### config.mk
export PLATFORM = sky130hd
export DESIGN_NAME = ahb_to_sram
export DESIGN_NICKNAME = d
export VERILOG_FILES = /design/src/hw/ahb_sram_pkg.sv /design/src/hw/ahb_byte_lanes.sv /design/src/hw/ahb_sram_ctrl.sv /design/src/hw/ahb_to_sram.sv /design/src/hw/ahb_write_buffer.sv
export SDC_FILE = /design/constraint.sdc
export NUM_CORES = 1
export LEC_CHECK = 0
export BUFFER_PORTS_ARGS = -buffer_cell sky130_fd_sc_hd__buf_2
export CORE_ASPECT_RATIO = 0.7
export CORE_MARGIN = 2
export CORE_UTILIZATION = 47
export DETAILED_ROUTE_END_ITERATION = 10
export GPL_ROUTABILITY_DRIVEN = 0
export GPL_TIMING_DRIVEN = 0
export HOLD_SLACK_MARGIN = 0.06
export PLACE_DENSITY = 0.82
export REMOVE_ABC_BUFFERS = 1
export SLEW_MARGIN = 20
export SYNTH_ARGS = -nofsm -noshare
export SYNTH_HDL_FRONTEND = slang
export SYNTH_SLANG_ARGS = --single-unit
### constraint.sdc
create_clock -name HCLK -period 2.8 [get_ports HCLK]
set_clock_uncertainty 0.15 [all_clocks]
set_input_delay 0.56 -clock HCLK [delete_from_list [all_inputs] [get_ports HCLK]]
set_output_delay 0.56 -clock HCLK [all_outputs]
set_load 0.01 [all_outputs]
### src/hw/ahb_sram_pkg.sv
`default_nettype none

package ahb_sram_pkg;

   // -------------------------------------------------------------------------
   // Widths
   // -------------------------------------------------------------------------
   localparam int ADDR_W      = 16;             // Bus byte address
   localparam int WORD_ADDR_W = ADDR_W - 2;     // RAM word address, 32-bit words
   localparam int DATA_W      = 32;             // Bus and RAM data
   localparam int LANES       = DATA_W / 8;     // One strobe per byte

   // -------------------------------------------------------------------------
   // Vector types
   // -------------------------------------------------------------------------
   typedef logic [ADDR_W-1:0]      haddr_t;     // Byte address on the bus
   typedef logic [WORD_ADDR_W-1:0] word_addr_t; // Word address on the RAM port
   typedef logic [DATA_W-1:0]      data_t;      // Data word
   typedef logic [LANES-1:0]       lanes_t;     // Byte lane mask, bit i is byte i
   typedef logic [1:0]             htrans_t;
   typedef logic [2:0]             hsize_t;

   // -------------------------------------------------------------------------
   // AHB encodings
   // -------------------------------------------------------------------------

   // Transfer type codes without BUSY, which this slave never decodes
   localparam htrans_t HTRANS_IDLE   = 2'b00;
   localparam htrans_t HTRANS_NONSEQ = 2'b10;
   localparam htrans_t HTRANS_SEQ    = 2'b11;

   // Transfer size
   localparam hsize_t HSIZE_BYTE = 3'b000;      // 8 bits
   localparam hsize_t HSIZE_HALF = 3'b001;      // 16 bits
   localparam hsize_t HSIZE_WORD = 3'b010;      // 32 bits

endpackage

`default_nettype wire

### src/hw/ahb_byte_lanes.sv
`default_nettype none

// Address phase byte lane decode
// Byte picks one lane from the low address bits
// Halfword picks the lower or upper pair
// Word and anything wider picks all lanes
module ahb_byte_lanes
   import ahb_sram_pkg::*;
(
   input  wire hsize_t     hsize,     // Transfer size
   input  wire logic [1:0] addr_lo,   // Byte offset in the word
   output lanes_t          lanes      // Active lanes
);

   // -------------------------------------------------------------------------
   // Size decode
   // -------------------------------------------------------------------------
   logic is_byte;
   logic is_half;
   logic is_word;

   assign is_byte = (hsize == HSIZE_BYTE);
   assign is_half = (hsize == HSIZE_HALF);
   assign is_word = (hsize >= HSIZE_WORD);    // Wider sizes fold onto a full word

   // -------------------------------------------------------------------------
   // Lane select
   // -------------------------------------------------------------------------
   always_comb
   begin
      for (int i = 0; i < LANES; i++)
      begin
         lanes[i] = is_word
                  | (is_half & (addr_lo[1] == i[1]))   // Pair 0-1 or 2-3
                  | (is_byte & (addr_lo == 2'(i)));    // Single lane
      end
   end

endmodule

`default_nettype wire

### src/hw/ahb_sram_ctrl.sv
`default_nettype none

// Access decode and RAM port control
// Reads use the RAM port in their address phase
// A buffered write waits for the first cycle without a read
module ahb_sram_ctrl
   import ahb_sram_pkg::*;
(
   input  wire logic       HCLK,
   input  wire logic       HRESETn,

   input  wire logic       HSEL,       // Slave select
   input  wire logic       HREADY,     // Previous transfer done
   input  wire logic       HWRITE,
   input  wire htrans_t    HTRANS,
   input  wire word_addr_t word_addr,  // HADDR without the byte offset

   input  wire word_addr_t buf_addr,   // Word held in the write buffer
   input  wire lanes_t     buf_lanes,  // Its valid lanes

   output logic            capture,    // Write address phase
   output logic            data_en,    // Write data phase
   output logic            pend,       // Buffered write still owed to RAM
   output logic            hit,        // Read addressed the buffered word

   output logic            SRAMCS,
   output lanes_t          SRAMWEN,
   output word_addr_t      SRAMADDR
);

   // -------------------------------------------------------------------------
   // Access decode
   // -------------------------------------------------------------------------
   logic active_trans;
   logic ahb_access;
   logic ahb_read;
   logic ahb_write;
   logic buf_busy;      // Buffer holds data not yet in RAM
   logic ram_write;
   logic pend_nxt;

   // Only NONSEQ and SEQ start an access
   assign active_trans = (HTRANS == HTRANS_NONSEQ) | (HTRANS == HTRANS_SEQ);
   assign ahb_access   = HSEL & HREADY & active_trans;
   assign ahb_read     = ahb_access & ~HWRITE;
   assign ahb_write    = ahb_access &  HWRITE;

   assign capture      = ahb_write;   // Buffer takes address and lanes now

   // -------------------------------------------------------------------------
   // Write sequencing
   // -------------------------------------------------------------------------

   // Data phase of a new write or an older one still waiting
   assign buf_busy  = pend | data_en;

   // The read owns the RAM port, so the write steps aside
   assign ram_write = buf_busy & ~ahb_read;
   assign pend_nxt  = buf_busy &  ahb_read;

   always_ff @(posedge HCLK or negedge HRESETn)
   begin
      if (!HRESETn)
      begin
         data_en <= 1'b0;
         pend    <= 1'b0;
      end
      else
      begin
         data_en <= ahb_write;   // Address phase to data phase
         pend    <= pend_nxt;
      end
   end

   // -------------------------------------------------------------------------
   // Read hit
   // -------------------------------------------------------------------------

   // Sampled only on reads and consumed in the read data phase
   always_ff @(posedge HCLK or negedge HRESETn)
   begin
      if (!HRESETn)
         hit <= 1'b0;
      else if (ahb_read)
         hit <= (word_addr == buf_addr);
   end

   // -------------------------------------------------------------------------
   // RAM port
   // -------------------------------------------------------------------------
   assign SRAMCS   = ahb_read | ram_write;
   assign SRAMWEN  = {LANES{ram_write}} & buf_lanes;   // Only the captured lanes
   assign SRAMADDR = ahb_read ? word_addr : buf_addr;  // Read address wins

endmodule

`default_nettype wire

### src/hw/ahb_to_sram.sv
`default_nettype none

// AHB-Lite slave for a synchronous single-port RAM
// Zero wait states
// Writes go through a one-word buffer
module ahb_to_sram
   import ahb_sram_pkg::*;
(
   input  wire logic       HCLK,
   input  wire logic       HRESETn,

   // AHB-Lite slave port
   input  wire logic       HSEL,
   input  wire logic       HREADY,
   input  wire htrans_t    HTRANS,
   input  wire hsize_t     HSIZE,
   input  wire logic       HWRITE,
   input  wire haddr_t     HADDR,
   input  wire data_t      HWDATA,
   output logic            HREADYOUT,
   output logic            HRESP,
   output data_t           HRDATA,

   // RAM port
   input  wire data_t      SRAMRDATA,
   output word_addr_t      SRAMADDR,
   output lanes_t          SRAMWEN,     // Active high per byte
   output data_t           SRAMWDATA,
   output logic            SRAMCS       // Active high
);

   // -------------------------------------------------------------------------
   // Internal nets
   // -------------------------------------------------------------------------
   word_addr_t word_addr;
   logic [1:0] addr_lo;
   lanes_t     lanes;
   logic       capture;
   logic       data_en;
   logic       pend;
   logic       hit;
   word_addr_t buf_addr;
   lanes_t     buf_lanes;

   assign word_addr = HADDR[ADDR_W-1:2];
   assign addr_lo   = HADDR[1:0];

   // -------------------------------------------------------------------------
   // Blocks
   // -------------------------------------------------------------------------
   ahb_sram_ctrl u_ctrl (
      .HCLK      (HCLK),
      .HRESETn   (HRESETn),
      .HSEL      (HSEL),
      .HREADY    (HREADY),
      .HWRITE    (HWRITE),
      .HTRANS    (HTRANS),
      .word_addr (word_addr),
      .buf_addr  (buf_addr),
      .buf_lanes (buf_lanes),
      .capture   (capture),
      .data_en   (data_en),
      .pend      (pend),
      .hit       (hit),
      .SRAMCS    (SRAMCS),
      .SRAMWEN   (SRAMWEN),
      .SRAMADDR  (SRAMADDR)
   );

   ahb_byte_lanes u_lanes (
      .hsize   (HSIZE),
      .addr_lo (addr_lo),
      .lanes   (lanes)
   );

   ahb_write_buffer u_buf (
      .HCLK      (HCLK),
      .HRESETn   (HRESETn),
      .capture   (capture),
      .data_en   (data_en),
      .pend      (pend),
      .hit       (hit),
      .lanes     (lanes),
      .word_addr (word_addr),
      .HWDATA    (HWDATA),
      .SRAMRDATA (SRAMRDATA),
      .buf_addr  (buf_addr),
      .buf_lanes (buf_lanes),
      .SRAMWDATA (SRAMWDATA),
      .HRDATA    (HRDATA)
   );

   // No wait states and no error response
   assign HREADYOUT = 1'b1;
   assign HRESP     = 1'b0;    // OKAY

endmodule

`default_nettype wire

### src/hw/ahb_write_buffer.sv
`default_nettype none

// Single entry write buffer
// Address and lanes come from the address phase, data from the data phase
// Also patches read data with buffered bytes the RAM has not seen yet
module ahb_write_buffer
   import ahb_sram_pkg::*;
(
   input  wire logic       HCLK,
   input  wire logic       HRESETn,

   input  wire logic       capture,    // Write address phase
   input  wire logic       data_en,    // Write data phase
   input  wire logic       pend,       // RAM write postponed by a read
   input  wire logic       hit,        // Current read is to the buffered word

   input  wire lanes_t     lanes,      // Address phase strobes
   input  wire word_addr_t word_addr,  // Address phase word address
   input  wire data_t      HWDATA,
   input  wire data_t      SRAMRDATA,

   output word_addr_t      buf_addr,
   output lanes_t          buf_lanes,
   output data_t           SRAMWDATA,
   output data_t           HRDATA
);

   data_t  buf_data;   // Only lanes set in buf_lanes are meaningful
   lanes_t merge;

   // -------------------------------------------------------------------------
   // Address and lanes
   // -------------------------------------------------------------------------
   always_ff @(posedge HCLK or negedge HRESETn)
   begin
      if (!HRESETn)
      begin
         buf_addr  <= '0;
         buf_lanes <= '0;
      end
      else if (capture)
      begin
         buf_addr  <= word_addr;
         buf_lanes <= lanes;
      end
   end

   // -------------------------------------------------------------------------
   // Data
   // -------------------------------------------------------------------------
   always_ff @(posedge HCLK)
   begin
      for (int i = 0; i < LANES; i++)
      begin
         if (data_en && buf_lanes[i])
            buf_data[8*i +: 8] <= HWDATA[8*i +: 8];   // Per lane load
      end
   end

   // Straight from the bus in the data phase, from the buffer once postponed
   assign SRAMWDATA = pend ? buf_data : HWDATA;

   // -------------------------------------------------------------------------
   // Read merge
   // -------------------------------------------------------------------------
   assign merge = {LANES{hit}} & buf_lanes;

   always_comb
   begin
      for (int i = 0; i < LANES; i++)
      begin
         if (merge[i])
            HRDATA[8*i +: 8] = buf_data[8*i +: 8];    // Newer than RAM
         else
            HRDATA[8*i +: 8] = SRAMRDATA[8*i +: 8];
      end
   end

endmodule

`default_nettype wire

==> results of run 1 <==
-- path summary, 6_finish.rpt --
path | start | end | slack [ns]
setup / recovery | u_ctrl.pend$_DFF_PN0_ | SRAMWEN[3] | 0.34
hold / removal | HRESETn | u_buf.buf_addr[5]$_DFFE_PN0P_ | 0.05
setup reg to reg | u_ctrl.pend$_DFF_PN0_ | u_ctrl.pend$_DFF_PN0_ | 1.43
hold reg to reg | u_buf.buf_lanes[1]$_DFFE_PN0P_ | u_buf.buf_lanes[1]$_DFFE_PN0P_ | 0.37
max in group asynchronous | HRESETn | u_ctrl.pend$_DFF_PN0_ | 2.10
min in group HCLK | HWDATA[2] | u_buf.buf_data[2]$_DFFE_PP_ | 0.29
-- metrics by stage --
step	utilization	cell area [sq um]	total power, uW	cells
after floorplan	-	2920	1180	229
after global placement	0.625	3870	1360	478
after detailed placement	0.626	3870	1380	478
after CTS	0.640	3960	1820	486
after global routing	0.640	3960	1890	486
final	0.640	3960	1790	486
-- cells in the mapped netlist, drive strengths merged --
library cell and count:
xnor2 12, nand4b 1, nand4 4, o21ai 4
nor4 1, a21boi 2, mux2 78, xor2 2
a22o 1, inv 2, and2 8, o21a 1
dfrtp 21, edfxtp 32, conb 2, nand2b 1
a21oi 2, nor2 4, nand2 49, a21o 2
buf 11
-- registers in the layout, summed over array words and instances (netlist names) --
signal,flops
u_buf.buf_addr,14
u_buf.buf_data,32
u_buf.buf_lanes,4
u_ctrl.data_en,1
u_ctrl.hit,1
u_ctrl.pend,1
-- metal layers --
metal | global-route usage | vias to the layer above | part of all wire
met1 | 0.239 | 1125 | 0.42
met5 | 0 | - | 0
met2 | 0.340 | 99 | 0.49
li1 | - | 1189 | -
met4 | 0.0441 | 0 | 0.0084
met3 | 0.0484 | 7 | 0.081
-- cells by family after synthesis --
kind of cell,share of synthesized area
flops,0.498
buf+inv,0.0256
other cells,0.00252
mux,0.303
compound gates,0.0256
xor+xnor,0.0411
simple gates,0.104
-- critical path, cell delays in order (launching register included) --
cell	delay, ns
dfrtp_2	0.89
o21a_1	0.29
and2_1	0.14
buf_2	0.13
-- report_power, final --
part,internal (uW),switching [uW],total [uW]
clock,202,233,436
combinational,231,187,418
sequential,889,51.1,940
-- final cells by class --
| class | count | area (sq um) |
|---|---|---|
| inverter | 2 | 7.51 |
| timing repair buffer | 171 | 856 |
| clock buffer | 8 | 90.1 |
| fill | 502 | 2230 |
| sequential | 53 | 1490 |
| multi-input combinational | 174 | 1420 |
| tap | 78 | 97.6 |
-- cell usage in the layout, fill, tap and decap left out --
master,synthesis,layout
buf_2,7,171
mux2_2,71,71
nand2_1,49,49
edfxtp_1,32,32
dfrtp_1,21,20
xnor2_1,12,12
and2_1,8,8
mux2_4,7,7
clkbuf_8,0,6
nor2_1,4,4
nand4_1,4,4
o21ai_0,4,4
a21oi_1,2,2
a21o_1,2,2
a21boi_0,2,2
xor2_1,2,2
conb_1,2,2
clkbuf_1,0,2
nand4b_4,1,1
o21a_1,1,1
inv_2,1,1
nand2b_1,1,1
inv_1,1,1
nor4_1,1,1
a22o_1,1,1
dfrtp_2,0,1
==> metrics.csv, run 1 <==
stage,metric,value,unit
place,DP Wirelength,5460,um
routing,DRC viols,0,
yosys,Syn Inst Count,240,
setup_path,worst reg-to-reg path cell count,2,
status,outcome,"complete, no violations",
floorplan,Core Box Area,6190,sq um
timing,Peak Freq,406,MHz
timing,final hold viol count,0,
floorplan,die area,7010,sq um
setup_path,peak fanout along the critical path,34,
flow_run,max_cap viols,0,
timing,final setup vio count,0,
yosys,share of the yosys chip area belonging to registers,0.498,
setup_path,Worst setup EP type,primary output,
finish,P&R area growth vs syn,32.7,%
timing,Slew Limit Fails,0,
cts,CTS Buf Count,5,
yosys,"area leader, netlist",edfxtp_1,
cts,Post-CTS Hold Buffers,0,
grt,All-Layer GR Usage,0.192,
cts,clk sinks,53,
grt,vias in the first global route,2310,
cts,CTS tree,done,
floorplan,Die Span X,99.2,um
yosys,Syn Std Cell Area,2980,sq um
cts,Post-CTS Setup Bufs,0,
setup_path,WS Path Type,flip-flop to primary output,
yosys,Synth Warn #,0,
finish,ant diodes,0,
floorplan,Die Y-Extent,70.7,um
floorplan,Rows,24,
routing,drt pass-1 iters,4,
cts,Worst-path clk slew,0.09,ns
timing,worst-margin pin slew,0.936,ns
grt,total global routing overflow,0,
place,port bufs,171,
floorplan,initial core utilization,0.482,
cts,root buffer cell,clkbuf_8,
cts,CTS max path bufs,2,
cts,H-tree levels,2,
yosys,"Distinct cells, synth",25,
routing,Total Wirelength,7050,um
grt,initial antenna violation count,0,
finish,share of post-route cells with drive strength above 1,0.632,
routing,Post-DRT Antenna Nets,0,
worst_hold_path,Hold Path Class,primary input to asynchronous set/reset pin,
power,Pwr Density,453,nW/um^2
grt,first-pass GRT wire length,10800,um
timing,WHS,0.0525,ns
routing,routed vias/inst,4.98,
place,Setup WS pre-CTS,0.393,ns
setup_path,critical path launch point type,flip-flop,
power,Static Leak,0.00190,uW
yosys,Synth area leaders,"edfxtp_1 (32%), mux2_2 (27%), dfrtp_1 (18%), nand2_1 (6.2%), mux2_4 (3.5%)",
timing,Worst slew margin,0.374,
timing,Post-Route Setup TNS,0,ns
yosys,register bit total from synthesis,53,
finish,layout net count,497,
yosys,"Avg Cell Area, Syn",12.4,sq um
timing,Period minus WS final,2.46,ns
routing,drt wl/cell,14.5,um
setup_path,"Req. time, crit path",2.09,ns
yosys,top-area cell type share of the netlist area,0.322,
setup_path,CP arrival,1.75,ns
timing,setup ws final,0.339,ns
power,VDD IR max,0.251,mV
grt,largest net degree at the start of global routing,35,
timing,Final Cycle Share,0.879,
timing,RSZ-0062 raised after global routing,false,
cts,later-pin clock latency in the skew report,0.30,ns
routing,vias,2420,
routing,initial DRC count,55,
floorplan,# IOs,175,
cts,number of gates resized after cts,0,
(Power assumes the default switching activity.)
==> run 2, diff against run 1 <==
- ABC_AREA: default -> 1
- BUFFER_PORTS_ARGS: -buffer_cell sky130_fd_sc_hd__buf_2 -> default
- CORE_UTILIZATION: 47 -> 50
- DONT_BUFFER_PORTS: default -> 1
- PLACE_DENSITY: 0.82 -> 0.62
- SETUP_SLACK_MARGIN: default -> 0.5
==> run 2 against run 1 <==
  * Total power down 2.9%
  * First-iteration DRC count up 85%
  * Die area down 0.27%
  * Critical path depth down 1
  * Synthesized cell count up 68%
  * Combinational power down 28%
  * Worst hold slack better by 0.0096 ns
  * Largest cell class unchanged
  * Highest routed layer unchanged
==> metrics.csv, run 2 <==
stage,metric,value,unit
power,Sw Share,0.277,
setup_path,"Req. time, crit path",2.09,ns
floorplan,die area,6990,sq um
yosys,ys async rst share,0.396,
power,Static Leak,0.00161,uW
grt,Top Usage Layer GRT,met2,
grt,total global routing overflow,0,
place,placed inst area,3160,sq um
power,Int Power,1260,uW
cts,CTS max path bufs,2,
routing,DRC viols,0,
routing,initial DRC count,102,
cts,CTS tree,done,
power,VDD IR max,0.230,mV
power,Pwr Density,528,nW/um^2
timing,Slew Limit Fails,0,
yosys,"count leader, synth",nand2_1,
finish,"Design Area, Final",3300,sq um
finish,"leading cell type in the layout, fill and taps excluded",nand2_1,
place,port bufs,0,
timing,WHS,0.0622,ns
cts,root buffer cell,clkbuf_8,
timing,Period minus WS final,2.26,ns
grt,first-pass GRT wire length,10800,um
routing,Total Wirelength,6830,um
cts,clk sinks,53,
finish,most frequent cells in the layout,"nand2_1 (162), inv_1 (56), edfxtp_1 (32)",
yosys,mux contribution to synthesized area,0.0605,
yosys,share of the yosys chip area belonging to registers,0.470,
yosys,"Top FF cell, synth",edfxtp_1,
timing,final setup vio count,0,
power,NetSw,483,uW
grt,largest net degree at the start of global routing,50,
setup_path,CP arrival,1.55,ns
yosys,Post-synth EDFFs,32,
timing,Final Cycle Share,0.807,
grt,vias in the first global route,2259,
cts,CTS Buf Count,5,
timing,RSZ-0062 raised after global routing,true,
setup_path,peak fanout along the critical path,13,
finish,Top Registers,"u_buf.buf_data: 32 flops, u_buf.buf_addr: 14 flops, u_buf.buf_lanes: 4 flops",
routing,drt wl/cell,14.3,um
routing,routed vias/inst,5.15,
yosys,register bit total from synthesis,53,
floorplan,# IOs,175,
yosys,"Distinct cells, synth",22,
floorplan,Die Y-Extent,70.6,um
grt,met2 usage,0.316,
yosys,"area leader, netlist",edfxtp_1,
yosys,top-area cell type share of the netlist area,0.304,
status,outcome,"complete, no violations",
finish,layout net count,489,
place,DP Wirelength,5090,um
finish,Biggest register,u_buf.buf_data,
setup_path,Worst setup EP type,primary output,
timing,final hold viol count,0,
floorplan,Core Box Area,6190,sq um
routing,vias,2460,
finish,ant diodes,0,
yosys,Syn Std Cell Area,3170,sq um
power,Seq pwr share,0.537,
timing,Peak Freq,443,MHz
yosys,compound-cell area share of the yosys netlist,0.122,
routing,drt pass-1 iters,5,
setup_path,critical path launch point type,flip-flop,
power,clock group share of total power,0.290,
yosys,"Avg Cell Area, Syn",7.84,sq um
yosys,XOR/XNOR Fraction of Synth Area,0.00277,
cts,later-pin clock latency in the skew report,0.30,ns
timing,Worst slew margin,0.630,
floorplan,Rows,24,
flow_run,max_cap viols,0,
worst_hold_path,Hold Path Class,primary input to asynchronous set/reset pin,
yosys,post-synthesis simple-gate area fraction,0.234,
finish,share of post-route cells with drive strength above 1,0.120,
grt,initial antenna violation count,0,
floorplan,Die Span X,99.1,um
cts,H-tree levels,2,
finish,P&R area growth vs syn,4.19,%
yosys,Syn Inst Count,404,
floorplan,initial core utilization,0.512,
setup_path,WS Path Type,flip-flop to primary output,
finish,max reg flops,32,
routing,Post-DRT Antenna Nets,0,
grt,M3 GR Usage,0.0464,
timing,worst-margin pin slew,0.553,ns
yosys,Synth Warn #,0,
yosys,Synth area leaders,"edfxtp_1 (30%), nand2_1 (19%), dfrtp_1 (17%), o21ai_0 (7.0%), inv_1 (6.6%)",
timing,Post-Route Setup TNS,0,ns
power,combinational power share,0.173,
grt,All-Layer GR Usage,0.194,
cts,Worst-path clk slew,0.09,ns
yosys,Synth Area in Adders,0,
yosys,"top cells by count, synth","nand2_1 (162), inv_1 (56), o21ai_0 (44)",
yosys,largest family of logic cells by synthesized area,simple AND/OR/NAND/NOR gates,
cts,Post-CTS Setup Bufs,0,
grt,met1 usage,0.270,
run 2: area by class of cell:
class	instances	area, sq um
inverters	59	229
flip-flops and latches	53	1490
repair buffers	3	27.5
fillers	581	2890
multi-input cells	277	1350
clock buffers	6	72.6
clock inverters	2	33.8
well taps	78	97.6
run 2: cells by family (layout without fill, tap and decap cells):
logic type / count (synthesis) / after routing
other: 2 / 2
AO/OA/AOI/OAI: 65 / 65
multiplexers: 17 / 17
AND/OR/NAND/NOR: 191 / 192
buffers and inverters: 75 / 70
XOR/XNOR: 1 / 1
flip-flops: 53 / 53
run 2: power by group through the flow:
stage / sequential (uW) / clock, uW / combinational, uW
after CTS: 935 / 523 / 305
after global routing: 945 / 551 / 348
after floorplan: 941 / 0 / 256
after global placement: 950 / 0 / 288
after detailed placement: 952 / 0 / 295
final: 935 / 505 / 302
run 2: layer usage:
metal	routed length (um)	vias to the layer above
li1	-	1260
met1	3160	1082
met2	3000	112
met3	614	6
met4	51	0
met5	0	-
run 2: timing repair:
item	in CTS	in global routing
setup endpoints to repair	34	58
hold buffers	1	0
gates cloned	1	0
endpoints found under the hold margin	21	0
pin swaps	1	0
resized for setup	9	14
run 2: path summary, 6_finish.rpt:
kind / startpoint / depth (start not counted) / slack [ns] / end
setup / recovery: u_ctrl.hit$_DFFE_PN0P_ / 2 / 0.54 / HRDATA[14]
setup reg to reg: u_ctrl.data_en$_DFF_PN0_ / 2 / 1.51 / u_buf.buf_data[31]$_DFFE_PP_
hold reg to reg: u_buf.buf_addr[5]$_DFFE_PN0P_ / 2 / 0.36 / u_buf.buf_addr[5]$_DFFE_PN0P_
hold / removal: HRESETn / 1 / 0.06 / u_buf.buf_addr[7]$_DFFE_PN0P_
max in group asynchronous: HRESETn / 1 / 2.06 / u_ctrl.pend$_DFF_PN0_
min in group HCLK: HWDATA[24] / 0 / 0.20 / u_buf.buf_data[24]$_DFFE_PP_
run 2: metrics by stage:
step | total power, uW | util | std cells | worst slack (ns)
2_1_floorplan | 1200 | - | 388 | 0.513
6_report | 1740 | 0.533 | 478 | 0.541
3_5_place_dp | 1250 | 0.512 | 468 | 0.297
5_1_grt | 1840 | 0.533 | 478 | 0.443
4_1_cts | 1760 | 0.532 | 478 | 0.495
3_3_place_gp | 1240 | 0.508 | 466 | 0.0649
run 2: worst max-delay path, stage by stage (launching register included):
cell and delay, ns:
dfrtp_1 0.46, nand2_1 0.36, mux2_2 0.43
